`src/verilog/uart_pkg.sv`:
```
package uart_pkg;

    // one data byte on the serial line
    typedef logic [7:0] byte_t;

    // position in frame: 0 start, 1..8 data, 9 stop
    typedef logic [3:0] bit_idx_t;

    typedef enum logic [1:0] {
        rx_idle  = 2'd0,    // waiting for falling edge
        rx_start = 2'd1,    // checking start bit at mid point
        rx_data  = 2'd2,    // shifting in eight data bits
        rx_stop  = 2'd3     // sampling stop bit
    } rx_state_t;

    typedef enum logic [1:0] {
        tx_idle  = 2'd0,    // line high, ready for strobe
        tx_start = 2'd1,    // driving start bit
        tx_data  = 2'd2,    // driving data bits lsb first
        tx_stop  = 2'd3     // driving stop bit
    } tx_state_t;

endpackage

```
`src/verilog/uart_rx.sv`:
```
module uart_rx #(
    parameter int os_rate = 16              // uart_clk cycles per bit
) (
    input  logic            uart_clk,
    input  logic            sys_rst_n,
    input  logic            rxd,
    output uart_pkg::byte_t rec_data,       // held until next frame
    output logic            rec_flag,       // one cycle per frame
    output logic            frame_err       // stop bit read as 0
);

    localparam int cnt_w = $clog2(os_rate);
    localparam logic [cnt_w-1:0] half_pt = cnt_w'(os_rate / 2 - 1);
    localparam logic [cnt_w-1:0] full_pt = cnt_w'(os_rate - 1);

    logic                rxd_m;             // first sync flop
    logic                rxd_s;             // synchronized line
    logic                rxd_d;             // previous synchronized value
    logic                start_edge;
    logic                stop_sample;
    logic                data_sample;
    uart_pkg::rx_state_t state;
    logic [cnt_w-1:0]    os_cnt;
    uart_pkg::bit_idx_t  bit_idx;
    uart_pkg::byte_t     temp_data;

    // two-flop synchronizer plus one stage for edge detect
    always_ff @(posedge uart_clk or negedge sys_rst_n) begin
        if (!sys_rst_n) begin
            rxd_m <= 1'b1;
            rxd_s <= 1'b1;
            rxd_d <= 1'b1;
        end else begin
            rxd_m <= rxd;
            rxd_s <= rxd_m;
            rxd_d <= rxd_s;
        end
    end

    // only a high-to-low transition starts a frame
    assign start_edge  = rxd_d & ~rxd_s;
    assign data_sample = (state == uart_pkg::rx_data) && (os_cnt == full_pt);
    assign stop_sample = (state == uart_pkg::rx_stop) && (os_cnt == full_pt);

    always_ff @(posedge uart_clk or negedge sys_rst_n) begin
        if (!sys_rst_n) begin
            state   <= uart_pkg::rx_idle;
            os_cnt  <= '0;
            bit_idx <= '0;
        end else begin
            case (state)
                uart_pkg::rx_idle: begin
                    os_cnt  <= '0;
                    bit_idx <= '0;
                    if (start_edge) begin
                        state <= uart_pkg::rx_start;
                    end
                end
                uart_pkg::rx_start: begin
                    if (os_cnt == half_pt) begin
                        os_cnt <= '0;
                        if (rxd_s) begin
                            state <= uart_pkg::rx_idle;   // glitch, not a start
                        end else begin
                            state   <= uart_pkg::rx_data;
                            bit_idx <= 4'd1;
                        end
                    end else begin
                        os_cnt <= os_cnt + 1'b1;
                    end
                end
                uart_pkg::rx_data: begin
                    if (os_cnt == full_pt) begin
                        os_cnt  <= '0;
                        bit_idx <= bit_idx + 1'b1;
                        if (bit_idx == 4'd8) begin
                            state <= uart_pkg::rx_stop;
                        end
                    end else begin
                        os_cnt <= os_cnt + 1'b1;
                    end
                end
                uart_pkg::rx_stop: begin
                    if (os_cnt == full_pt) begin
                        os_cnt <= '0;
                        state  <= uart_pkg::rx_idle;
                    end else begin
                        os_cnt <= os_cnt + 1'b1;
                    end
                end
                default: state <= uart_pkg::rx_idle;
            endcase
        end
    end

    // lsb arrives first, so shift in from the top
    always_ff @(posedge uart_clk) begin
        if (data_sample) begin
            temp_data <= {rxd_s, temp_data[7:1]};
        end
    end

    always_ff @(posedge uart_clk or negedge sys_rst_n) begin
        if (!sys_rst_n) begin
            rec_data  <= '0;
            rec_flag  <= 1'b0;
            frame_err <= 1'b0;
        end else begin
            rec_flag <= stop_sample;
            if (stop_sample) begin
                rec_data  <= temp_data;
                frame_err <= ~rxd_s;            // byte still delivered
            end
        end
    end

endmodule

```
`src/verilog/uart_tx.sv`:
```
module uart_tx #(
    parameter int os_rate = 16              // uart_clk cycles per bit
) (
    input  logic            uart_clk,
    input  logic            sys_rst_n,
    input  uart_pkg::byte_t tx_data,        // captured with tx_start
    input  logic            tx_start,       // ignored while busy
    output logic            txd,
    output logic            tx_busy
);

    localparam int cnt_w = $clog2(os_rate);
    localparam logic [cnt_w-1:0] full_pt = cnt_w'(os_rate - 1);

    uart_pkg::tx_state_t state;
    logic [cnt_w-1:0]    os_cnt;
    uart_pkg::bit_idx_t  bit_idx;
    uart_pkg::byte_t     shift_reg;
    logic                accept;
    logic                bit_end;

    assign accept  = tx_start & ~tx_busy;
    assign bit_end = (os_cnt == full_pt);

    // payload shifter, bit 0 always holds the next data bit
    always_ff @(posedge uart_clk) begin
        if (accept) begin
            shift_reg <= tx_data;
        end else if (bit_end && (state == uart_pkg::tx_start ||
                                 state == uart_pkg::tx_data)) begin
            shift_reg <= {1'b0, shift_reg[7:1]};
        end
    end

    always_ff @(posedge uart_clk or negedge sys_rst_n) begin
        if (!sys_rst_n) begin
            state   <= uart_pkg::tx_idle;
            os_cnt  <= '0;
            bit_idx <= '0;
            txd     <= 1'b1;
            tx_busy <= 1'b0;
        end else begin
            case (state)
                uart_pkg::tx_idle: begin
                    os_cnt  <= '0;
                    bit_idx <= '0;
                    txd     <= 1'b1;
                    if (accept) begin
                        state   <= uart_pkg::tx_start;
                        txd     <= 1'b0;        // start bit
                        tx_busy <= 1'b1;
                    end
                end
                uart_pkg::tx_start: begin
                    if (bit_end) begin
                        os_cnt  <= '0;
                        state   <= uart_pkg::tx_data;
                        bit_idx <= 4'd1;
                        txd     <= shift_reg[0];
                    end else begin
                        os_cnt <= os_cnt + 1'b1;
                    end
                end
                uart_pkg::tx_data: begin
                    if (bit_end) begin
                        os_cnt  <= '0;
                        bit_idx <= bit_idx + 1'b1;
                        if (bit_idx == 4'd8) begin
                            state <= uart_pkg::tx_stop;
                            txd   <= 1'b1;      // stop bit
                        end else begin
                            txd <= shift_reg[0];
                        end
                    end else begin
                        os_cnt <= os_cnt + 1'b1;
                    end
                end
                uart_pkg::tx_stop: begin
                    if (bit_end) begin
                        os_cnt  <= '0;
                        state   <= uart_pkg::tx_idle;
                        tx_busy <= 1'b0;        // ten bit periods after rise
                    end else begin
                        os_cnt <= os_cnt + 1'b1;
                    end
                end
                default: begin
                    state   <= uart_pkg::tx_idle;
                    txd     <= 1'b1;
                    tx_busy <= 1'b0;
                end
            endcase
        end
    end

endmodule

```
`src/verilog/uart_top.sv`:
```
module uart_top #(
    parameter int os_rate = 16              // oversampling for both directions
) (
    input  logic            uart_clk,       // os_rate times the baud rate
    input  logic            sys_rst_n,

    // receive side
    input  logic            rxd,
    output uart_pkg::byte_t rec_data,
    output logic            rec_flag,
    output logic            frame_err,

    // transmit side
    input  uart_pkg::byte_t tx_data,
    input  logic            tx_start,
    output logic            txd,
    output logic            tx_busy
);

    // receiver and transmitter are independent, sharing clock and reset only

    uart_rx #(
        .os_rate   (os_rate)
    ) rx_i (
        .uart_clk  (uart_clk),
        .sys_rst_n (sys_rst_n),
        .rxd       (rxd),
        .rec_data  (rec_data),
        .rec_flag  (rec_flag),
        .frame_err (frame_err)
    );

    uart_tx #(
        .os_rate   (os_rate)
    ) tx_i (
        .uart_clk  (uart_clk),
        .sys_rst_n (sys_rst_n),
        .tx_data   (tx_data),
        .tx_start  (tx_start),
        .txd       (txd),
        .tx_busy   (tx_busy)
    );

endmodule

```
`config.mk`:
```
export PLATFORM = sky130hd
export DESIGN_NAME = uart_top
export DESIGN_NICKNAME = d
export VERILOG_FILES = /design/src/verilog/uart_pkg.sv /design/src/verilog/uart_rx.sv /design/src/verilog/uart_tx.sv /design/src/verilog/uart_top.sv
export SDC_FILE = /design/constraint.sdc
export NUM_CORES = 1
export LEC_CHECK = 0
export ABC_AREA = 1
export BUFFER_PORTS_ARGS = -buffer_cell sky130_fd_sc_hd__clkbuf_2
export CAP_MARGIN = 20
export CORE_ASPECT_RATIO = 0.5
export CORE_MARGIN = 2
export CORE_UTILIZATION = 25
export DETAILED_ROUTE_END_ITERATION = 16
export HOLD_SLACK_MARGIN = 0.02
export PLACE_DENSITY_LB_ADDON = 0.15
export SLEW_MARGIN = 10
export SYNTH_ARGS = -nofsm -noshare
export SYNTH_HDL_FRONTEND = slang
export SYNTH_SLANG_ARGS = --single-unit
```
`constraint.sdc`:
```
create_clock -name uart_clk -period 3.6 [get_ports uart_clk]
set_input_delay 0.54 -clock uart_clk [delete_from_list [all_inputs] [get_ports uart_clk]]
set_output_delay 0.54 -clock uart_clk [all_outputs]
set_load 0.02 [all_outputs]
```
==> impl_results.md, run 1 <==
* Library cells used by synthesis at 29
* Final worst-path cycle share at 53.0%
* Post-Synth XOR/XNOR Area at 1.46%
* Post-route worst setup slack at 1.69 ns
* CP Launch Type: register
* Syn Std Cell Area at 2400 sq um
* Arrival time worst endpoint at 1.83 ns
* Kind of critical path: reg2reg
* Internal power at 1.05 mW
* Die Area at 10500 sq um
* Yosys top cell area share at 32.3%
* Post-CTS Repair Setup Buffers at 0
* Flop pwr share at 43.9%
* Post-Place Setup Slack at 1.27 ns
* YS warnings at 0
* CTS Buf Count at 5
* Compound-cell area share of the yosys netlist at 4.27%
* Row count at 25
* Status: finished clean
* Top cells by area, synth: dfrtp_1 (32%), edfxtp_1 (20%), nand2_1 (13%)
* Worst-margin pin slew at 0.942 ns
* Post-synthesis mux area share at 0%
* Clk_skew at 0.00517 ns
* Hold Buf Count CTS at 0
* Grt ovf at 0
* RSZ-0062 raised after global routing: no
* Hold WC Path Type: in2reg
* Largest family of logic cells by synthesized area: simple AND/OR/NAND/NOR gates
* Async SR Flop Fraction at 68.6%
* Via count at 1657
* DRT Wirelength at 4.43 mm
* Final count of pins violating max slew at 0
* Area Overhead vs Synth at 18.1%
* Synth Instances at 253
* Detail Route Antenna Nets at 0
* DRC viols at 0
* Insertion delay to the later sink of the worst-skew pair at 0.29 ns
* Setup TNS at 0 ns
* Clk pwr share at 36.9%
* IO Port Bufs at 23
* Max-slew headroom at 37.2%
* Syn Nets at 280
* Filler cell count at 993
* Largest net degree at the start of global routing at 36
* Drt initial violations at 85
* Fin. Hold Viols at 0
* CTS tree: done
* Boundary Pins at 24
* Crit. End Element: register
* CTS resizes at 0
* Flop2flop setup slack at 1.69 ns
* Initial antenna violation count at 0
* Leakage at 1.34 nW
* F_max at 524 MHz
* Via density at 4.10
* H-tree levels at 2
* DR WL/cell at 11.0 um
* Count of inserted antenna diode cells at 0
* Net Sw Power at 0.436 mW
* Switching share of total power at 29.3%
* Post-Synth Simple-Gate Area at 24.5%
* Core Footprint at 9380 sq um
* Final setup viols at 0
* Starting density of the core at 25.6%
* Register Area at 1360 sq um
* Die Height at 73.4 um
* Combinational power share at 19.1%
* Post-synth EDFFs at 16
* Adder-cell share of the synthesized area at 7.80%
* Die span in x at 143 um
* GPL Wtd Cong at 0.803
* Multi-input logic area at 915 sq um
* Yosys reg bits at 51
* Final layout net count at 309
* Primary FF master, synth: dfrtp_1
* Vias in the first global route at 1663
* Clk root buf: clkbuf_16
* Global-route wire length before repair at 7.64 mm
* MaxCap Viol Count at 0
* CTS clk-pin slew, worst paths at 0.07 ns
* CTS Buffer Depth at 2
* Hpwl dp at 3.23 mm
* Synthesized area per cell at 9.51 sq um
* Layout cell share with drive strength beyond 1 at 17.0%
* CP required at 3.52 ns
* Synth area leader: dfrtp_1
* DRT Pass-1 Iters at 4
* GRT Resource Usage Total at 9.44%
* Crit path max fanout at 8
* Min Tclk post-route at 1.91 ns
* Pwr/cell area at 525 nW/um^2
* Post-synthesis sequential area ratio at 56.6%
* Peak supply drop at 0.247 mV
* Sink Count at 51
==> worst paths after layout <==
| path | cells after the start | from | to |
|---|---|---|---|
| max reg2reg | 4 | tx_i.state[0] | tx_i.shift_reg[4] |
| min reg2reg | 0 | rx_i.rxd_m | rx_i.rxd_s |
| min | 1 | rxd | rx_i.rxd_m |
| min in group asynchronous | 1 | sys_rst_n | rx_i.rec_data[4] |
| max in group asynchronous | 1 | sys_rst_n | tx_i.os_cnt[3] |
| max | 4 | tx_i.state[0] | tx_i.shift_reg[4] |
==> per-layer routing <==
metal | vias up | share of wire, % | wire (um) | global-route usage, %
met4 | 0 | 0.99 | 44 | 2.97
li1 | 859 | - | - | -
met3 | 4 | 2.8 | 126 | 3.00
met2 | 12 | 50 | 2210 | 16.5
met1 | 782 | 46 | 2050 | 11.3
met5 | - | 0 | 0 | 0
==> cell usage in the layout (no fill, tap or decap), types with 2 or more instances in the layout <==
cell | synthesis | routed
nand4_1 | 5 | 5
nand2_2 | 3 | 3
nor2_1 | 18 | 18
inv_2 | 2 | 2
nand3_1 | 13 | 13
inv_1 | 30 | 30
a21oi_1 | 2 | 2
dfrtp_1 | 31 | 31
o21ai_0 | 9 | 8
dfstp_2 | 4 | 4
clkbuf_2 | 0 | 23
edfxtp_1 | 16 | 16
nor3_1 | 2 | 2
xor2_1 | 3 | 3
ha_1 | 15 | 15
clkbuf_16 | 0 | 5
o21ai_1 | 5 | 6
or2_2 | 2 | 2
nand2_1 | 81 | 81
==> synth_stat cells (all sizes together) (2+ instances only) <==
| cell | count |
|---|---|
| edfxtp | 16 |
| xor2 | 3 |
| dfrtp | 31 |
| nand2 | 85 |
| nand3 | 15 |
| nor2 | 20 |
| or2 | 2 |
| ha | 15 |
| inv | 32 |
| dfstp | 4 |
| nor3 | 3 |
| a21oi | 2 |
| nand4 | 5 |
| o21ai | 14 |
==> metrics by stage <==
step,instance area (sq um),power [mW],hold WS (ns),util (%),cells
final,2840,1.49,0.328,30.3,404
after global routing,2840,1.59,0.308,30.3,404
after CTS,2840,1.52,0.320,30.3,404
after detailed placement,2670,0.957,0.358,28.4,396
after global placement,2670,0.957,0.359,28.4,396
after floorplan,2400,0.885,0.244,-,253
==> cell families (layout without fill, tap and decap cells) <==
| kind of cell | Yosys count | after routing |
|---|---|---|
| xor+xnor | 4 | 4 |
| fa+ha+maj | 15 | 15 |
| simple gates | 130 | 130 |
| flops | 51 | 51 |
| buf+inv | 34 | 64 |
| compound gates | 19 | 19 |
==> power groups by stage <==
stage / sequential, mW / clock, mW / combinational (mW)
after floorplan: 0.659 / 0 / 0.226
after global placement: 0.665 / 0 / 0.291
after detailed placement: 0.668 / 0 / 0.289
after CTS: 0.656 / 0.573 / 0.291
after global routing: 0.661 / 0.603 / 0.329
final: 0.655 / 0.550 / 0.285
==> worst max-delay path, cell delays in order (launching register included) <==
cell and delay [ns]:
dfrtp_1 0.40, inv_1 0.10, ha_1 0.38, inv_1 0.08
o21ai_1 0.59
==> layout make-up <==
type                       count  area share [%]
inverter                      33            4.36
sequential                    51            48.0
tap                          121            5.33
clock inverter                 3            1.67
clock buffer                   5            4.41
timing repair buffer          23            4.05
multi-input combinational    168            32.2
Power figures use the tool's default switching activity.
==> inputs of run 2 (changes only) <==
clock period = 1.9 ns   (was 3.6 ns; I/O delays follow)
==> run 2 against run 1 <==
Sequential share of layout area is 0.085 points higher. Non-clock buffer count grew 3. Worst hold slack got worse by 0.31 ns. Final area down 0.18%. Maximum frequency grew 19%. Global-route usage is 0.24 points higher. Critical path depth rose by 1. Via count rose by 3.3%. Power grew 79%. Setup slack got worse by 1.4 ns. Highest routed layer unchanged.
==> impl_results.md, run 2 (synthesis gave the netlist of run 1 again) <==
* Status: finished clean
* Hold Buf Count CTS at 0 (unchanged)
* CTS Buffer Depth at 2 (unchanged)
* Final setup viols at 0 (unchanged)
* Core Footprint at 9380 sq um (unchanged)
* Sink Count at 51 (unchanged)
* Largest net degree at the start of global routing at 36 (unchanged)
* H-tree levels at 2 (unchanged)
* CP required at 1.90 ns (-1.62 ns)
* Commonest non-fill, non-tap cell in the layout: nand2_1
* Starting density of the core at 25.6% (unchanged)
* GPL Wtd Cong at 0.765 (-4.7%)
* Via density at 4.21 (+2.6%)
* Filler cell count at 988 (-0.50%)
* Peak supply drop at 0.301 mV (+22%)
* Boundary Pins at 24 (unchanged)
* Layout Cells excl Fill at 407 (+0.74%)
* Flop2flop setup slack at 0.30 ns (-1.39 ns)
* Count of inserted antenna diode cells at 0 (unchanged)
* CTS Buf Count at 5 (unchanged)
* CP Launch Type: register
* DRT Wirelength at 4.54 mm (+2.5%)
* Final count of pins violating max slew at 0 (unchanged)
* Post-CTS Repair Setup Buffers at 0 (unchanged)
* Uppermost routed layer: met4
* Reg2Reg Launch Point: tx_i.state[0]
* Crit path max fanout at 8 (unchanged)
* Hpwl dp at 3.31 mm (+2.6%)
* Util after Layout at 30.2% (-0.053 points)
* Final worst-path cycle share at 84.3% (+31 points)
* Area Overhead vs Synth at 17.8%
* Layout cell share with drive strength beyond 1 at 17.8% (+0.87 points)
* Drt initial violations at 105 (+24%)
* CTS resizes at 0 (unchanged)
* Vias in the first global route at 1727 (+3.8%)
* Clk_skew at 0.00488 ns (-0.000291 ns)
* CTS tree: done
* Met2 routed WL at 2.22 mm (+0.59%)
* Leakage at 1.34 nW (-0.17%)
* IO Port Bufs at 23 (unchanged)
* Fin. Hold Viols at 0 (unchanged)
* Setup TNS at 0 ns (unchanged)
* DR WL met3 at 141 um (+12%)
* MaxCap Viol Count at 0 (unchanged)
* Worst stage delay on the critical path at 0.40 ns (-0.19 ns)
* Kind of critical path: reg2reg
* RSZ-0062 raised after global routing: no
* Row count at 25 (unchanged)
* Max-slew headroom at 67.9% (+31 points)
* Cells after DPL at 399 (+0.76%)
* Reg2reg end: tx_i.shift_reg[0]
* Min Tclk post-route at 1.60 ns (-0.307 ns)
* Crit. End Element: register
* GRT Resource Usage Total at 9.68% (+0.24 points)
* Final layout net count at 312 (+0.97%)
* DRT Pass-1 Iters at 4 (unchanged)
* Most frequent cells in the layout: nand2_1 (81), dfrtp_1 (31), inv_1 (30)
* Grt ovf at 0 (unchanged)
* Initial antenna violation count at 0 (unchanged)
* Met1 WL at 2.07 mm (+0.98%)
* Arrival time worst endpoint at 1.60 ns (-0.23 ns)
* Clk root buf: clkbuf_16
* Worst-margin pin slew at 0.482 ns (-0.460 ns)
* DRC viols at 0 (unchanged)
* Crit path max-delay cell type: dfrtp_1
* Die Height at 73.4 um (unchanged)
* Detail Route Antenna Nets at 0 (unchanged)
* Pwr/cell area at 939 nW/um^2 (+79%)
* Reg2Reg Depth at 5 (+1)
* F_max at 625 MHz (+19%)
* Die Area at 10500 sq um (unchanged)
* CTS clk-pin slew, worst paths at 0.07 ns (about the same)
* CP cell instances: inv_1, ha_1, inv_1, o21ai_0, buf_4
* DR WL/cell at 11.1 um (+1.7%)
* Hold WC Path Type: in2async
* Most used cell, CP: inv_1
* Via count at 1712 (+3.3%)
* Die span in x at 143 um (unchanged)
* Insertion delay to the later sink of the worst-skew pair at 0.29 ns (about the same)
* Global-route wire length before repair at 7.80 mm (+2.1%)
run 2: worst max-delay path, delay by kind of cell, from the launching register on:
| kind | cells | cell delay [ns] |
|---|---|---|
| adder cells (fa/ha/maj) | 1 | 0.37 |
| buffers and inverters | 3 | 0.38 |
| flip-flops | 1 | 0.40 |
| AO/OA/AOI/OAI | 1 | 0.17 |
run 2: through the flow:
step | total power, mW | hold slack, ns | worst slack, ns | cell area [sq um]
global route | 2.85 | 0.0672 | 0.173 | 2830
detailed placement | 1.81 | 0.359 | 0.317 | 2690
CTS | 2.72 | 0.0504 | 0.292 | 2830
global placement | 1.81 | 0.359 | 0.366 | 2690
finish | 2.66 | 0.0180 | 0.299 | 2830
floorplan | 1.68 | -0.0106 | 0.0387 | 2400
run 2: power by group:
group	switching [mW]	internal, mW
Clock	0.396	0.486
Sequential	0.0572	1.18
Combinational	0.352	0.188
Total	0.805	1.86
run 2: final cells by class:
| cell class | instances | area (sq um) | share of cell area, % |
|---|---|---|---|
| multi-input cells | 168 | 915 | 32.3 |
| well taps | 121 | 151 | 5.34 |
| clock buffers | 5 | 125 | 4.42 |
| clock inverters | 3 | 20.0 | 0.706 |
| repair buffers | 26 | 138 | 4.86 |
| inverters | 33 | 124 | 4.37 |
| flip-flops and latches | 51 | 1360 | 48.0 |
run 2: worst max-delay path by stage:
stage	startpoint	slack [ns]	cells past startpoint	endpoint
3_3_place_gp	tx_i.state[0]	0.37	5	tx_i.shift_reg[7]
3_5_place_dp	tx_i.state[0]	0.32	5	tx_i.shift_reg[7]
4_1_cts	tx_i.state[0]	0.29	5	tx_i.shift_reg[7]
2_1_floorplan	tx_i.state[0]	0.04	4	tx_i.shift_reg[0]
5_1_grt	rx_i.state[0]	0.17	10	register
6_report	tx_i.state[0]	0.30	5	tx_i.shift_reg[0]
run 2: layer usage:
layer	vias to the layer above	track usage [%]
li1	866	-
met1	815	11.3
met2	19	16.6
met3	12	2.87
met4	0	4.84
met5	-	0
==> inputs of run 3 (changes only) <==
clock period = 1.6 ns   (was 1.9 ns; I/O delays follow)
==> run 3 against run 2 <==
Non-clock buffer count increased by 5. Routed wire length decreased by 4.1%. Sequential share of layout area decreased by 1.1 points. Clock power increased by 36%. Combinational power increased by 22%.
==> impl_results.md, run 3 (synthesis gave the netlist of run 1 again) <==
* Flop2flop setup slack at 0.14 ns (-0.16 ns)
* Hpwl dp at 3.22 mm (-2.8%)
* Final worst-path cycle share at 91.0% (+6.8 points)
* Max-slew headroom at 69.8% (+1.9 points)
* Leakage at 1.38 nW (+2.8%)
* Post-route cell area at 2900 sq um (+2.4%)
* Filler cell count at 982 (-0.61%)
* Drt initial violations at 57 (-46%)
* Hold endpoint: tx_i.shift_reg[5]
* Min Tclk post-route at 1.46 ns (-0.145 ns)
* CP required at 1.60 ns (-0.30 ns)
* MaxCap Viol Count at 0 (unchanged)
* CTS Buffer Depth at 2 (unchanged)
* Detail Route Antenna Nets at 0 (unchanged)
* RSZ-0062 raised after global routing: no
* Pwr/cell area at 1150 nW/um^2 (+22%)
* CP Launch Type: register
* Crit path max fanout at 8 (unchanged)
* Commonest non-fill, non-tap cell in the layout: nand2_1
* Status: finished clean
* Most frequent cells in the layout: nand2_1 (81), dfrtp_1 (31), inv_1 (30)
* Largest net degree at the start of global routing at 36 (unchanged)
* Arrival time worst endpoint at 1.45 ns (-0.15 ns)
* Starting density of the core at 25.6% (unchanged)
* Boundary Pins at 24 (unchanged)
* GPL Wtd Cong at 0.799 (+4.4%)
* Via count at 1681 (-1.8%)
* Setup TNS at 0 ns (unchanged)
* Core Footprint at 9380 sq um (unchanged)
* CTS Buf Count at 5 (unchanged)
* Post-Place Setup Slack at 0.0659 ns (-0.251 ns)
* Hold Startpoint: tx_data[5]
* Initial antenna violation count at 0 (unchanged)
* Global-route wire length before repair at 7.76 mm (-0.45%)
* Count of inserted antenna diode cells at 0 (unchanged)
* DR WL/cell at 10.6 um (-5.3%)
* Fin. Hold Viols at 0 (unchanged)
* F_max at 687 MHz (+9.9%)
* Final setup viols at 0 (unchanged)
* Grt ovf at 0 (unchanged)
* Area Overhead vs Synth at 20.7%
* Layout cell share with drive strength beyond 1 at 18.9% (+1.1 points)
* Insertion delay to the later sink of the worst-skew pair at 0.29 ns (about the same)
* Die Height at 73.4 um (unchanged)
* Die Area at 10500 sq um (unchanged)
* Row count at 25 (unchanged)
* IO Port Bufs at 23 (unchanged)
* Worst-margin pin slew at 0.453 ns (-0.0287 ns)
* H-tree levels at 2 (unchanged)
* GRT Resource Usage Total at 9.45% (-0.23 points)
* Crit. End Element: register
* CTS tree: done
* Vias in the first global route at 1699 (-1.6%)
* Peak supply drop at 0.411 mV (+37%)
* Post-route worst setup slack at 0.144 ns (-0.155 ns)
* Cells after DPL at 402 (+0.75%)
* Post-CTS Repair Setup Buffers at 0 (unchanged)
* DRT Wirelength at 4.35 mm (-4.1%)
* Reg2reg end: tx_i.shift_reg[2]
* Die span in x at 143 um (unchanged)
* Kind of critical path: reg2reg
* Reg2Reg Depth at 5 (unchanged)
* CTS clk-pin slew, worst paths at 0.06 ns (about the same)
* Reg2Reg Launch Point: tx_i.state[0]
* DRC viols at 0 (unchanged)
* Layout Cells excl Fill at 412 (+1.2%)
* Hold WC Path Type: in2reg
* Min-Delay Path Depth at 3
* Clk_skew at 0.00624 ns (+0.00137 ns)
* Via density at 4.08 (-3.0%)
* Sink Count at 51 (unchanged)
* DRT Pass-1 Iters at 4 (unchanged)
* Final count of pins violating max slew at 0 (unchanged)
* Final layout net count at 317 (+1.6%)
* Area post-placement at 2720 sq um (+0.98%)
* Clk root buf: clkbuf_16
## run 3: worst max path at each step
stage,start,endpoint,slack [ns],cells past startpoint
after floorplan,rx_i.state[0],rx_i.temp_data[0],0.02,4
after global placement,tx_i.state[0],tx_i.bit_idx[0],0.12,8
after detailed placement,tx_i.state[0],tx_i.bit_idx[1],0.07,9
after CTS,tx_i.state[0],tx_i.txd,0.05,9
after global routing,rx_i.state[0],register,0.02,9
final,tx_i.state[0],tx_i.shift_reg[2],0.14,5
## run 3: what timing repair did
item	in CTS	in global routing
endpoints found under the setup margin	0	7
hold buffers	2	0
endpoints found under the hold margin	32	0
gates resized for setup	0	2
## run 3: metrics by stage
| step | util, % | hold slack [ns] | power [mW] |
|---|---|---|---|
| 2_1_floorplan | - | -0.0556 | 1.99 |
| 3_3_place_gp | 28.9 | 0.314 | 2.16 |
| 3_5_place_dp | 28.9 | 0.324 | 2.16 |
| 4_1_cts | 30.9 | 0.202 | 3.41 |
| 5_1_grt | 30.9 | 0.223 | 3.56 |
| 6_report | 30.9 | 0.216 | 3.33 |
## run 3: layout make-up
class / count / area [sq um] / share of cell area (%)
clock buffer: 7 / 133 / 4.57
tap: 121 / 151 / 5.22
sequential: 51 / 1360 / 46.9
multi-input combinational: 168 / 923 / 31.8
inverter: 33 / 124 / 4.27
clock inverter: 1 / 30.0 / 1.03
timing repair buffer: 31 / 180 / 6.21
## run 3: power by group
part	leakage [nW]	switching [mW]	total, mW	internal, mW
sequential	0.583	0.0670	1.47	1.41
clock	0.0781	0.459	1.20	0.740
combinational	0.717	0.422	0.657	0.235
total	1.38	0.949	3.33	2.38
## run 3: worst max-delay path, stage by stage (launching register included)
cell     delay (ns)
dfrtp_1        0.39
inv_1          0.10
ha_1           0.30
inv_1          0.07
o21ai_2        0.12
buf_4          0.19
## run 3: layer usage
| metal | up-vias | global-route usage [%] | wire [um] |
|---|---|---|---|
| met5 | - | 0 | 0 |
| met4 | 0 | 3.63 | 57 |
| met2 | 17 | 14.6 | 1900 |
| met3 | 4 | 2.80 | 151 |
| met1 | 782 | 12.7 | 2240 |
| li1 | 878 | - | - |
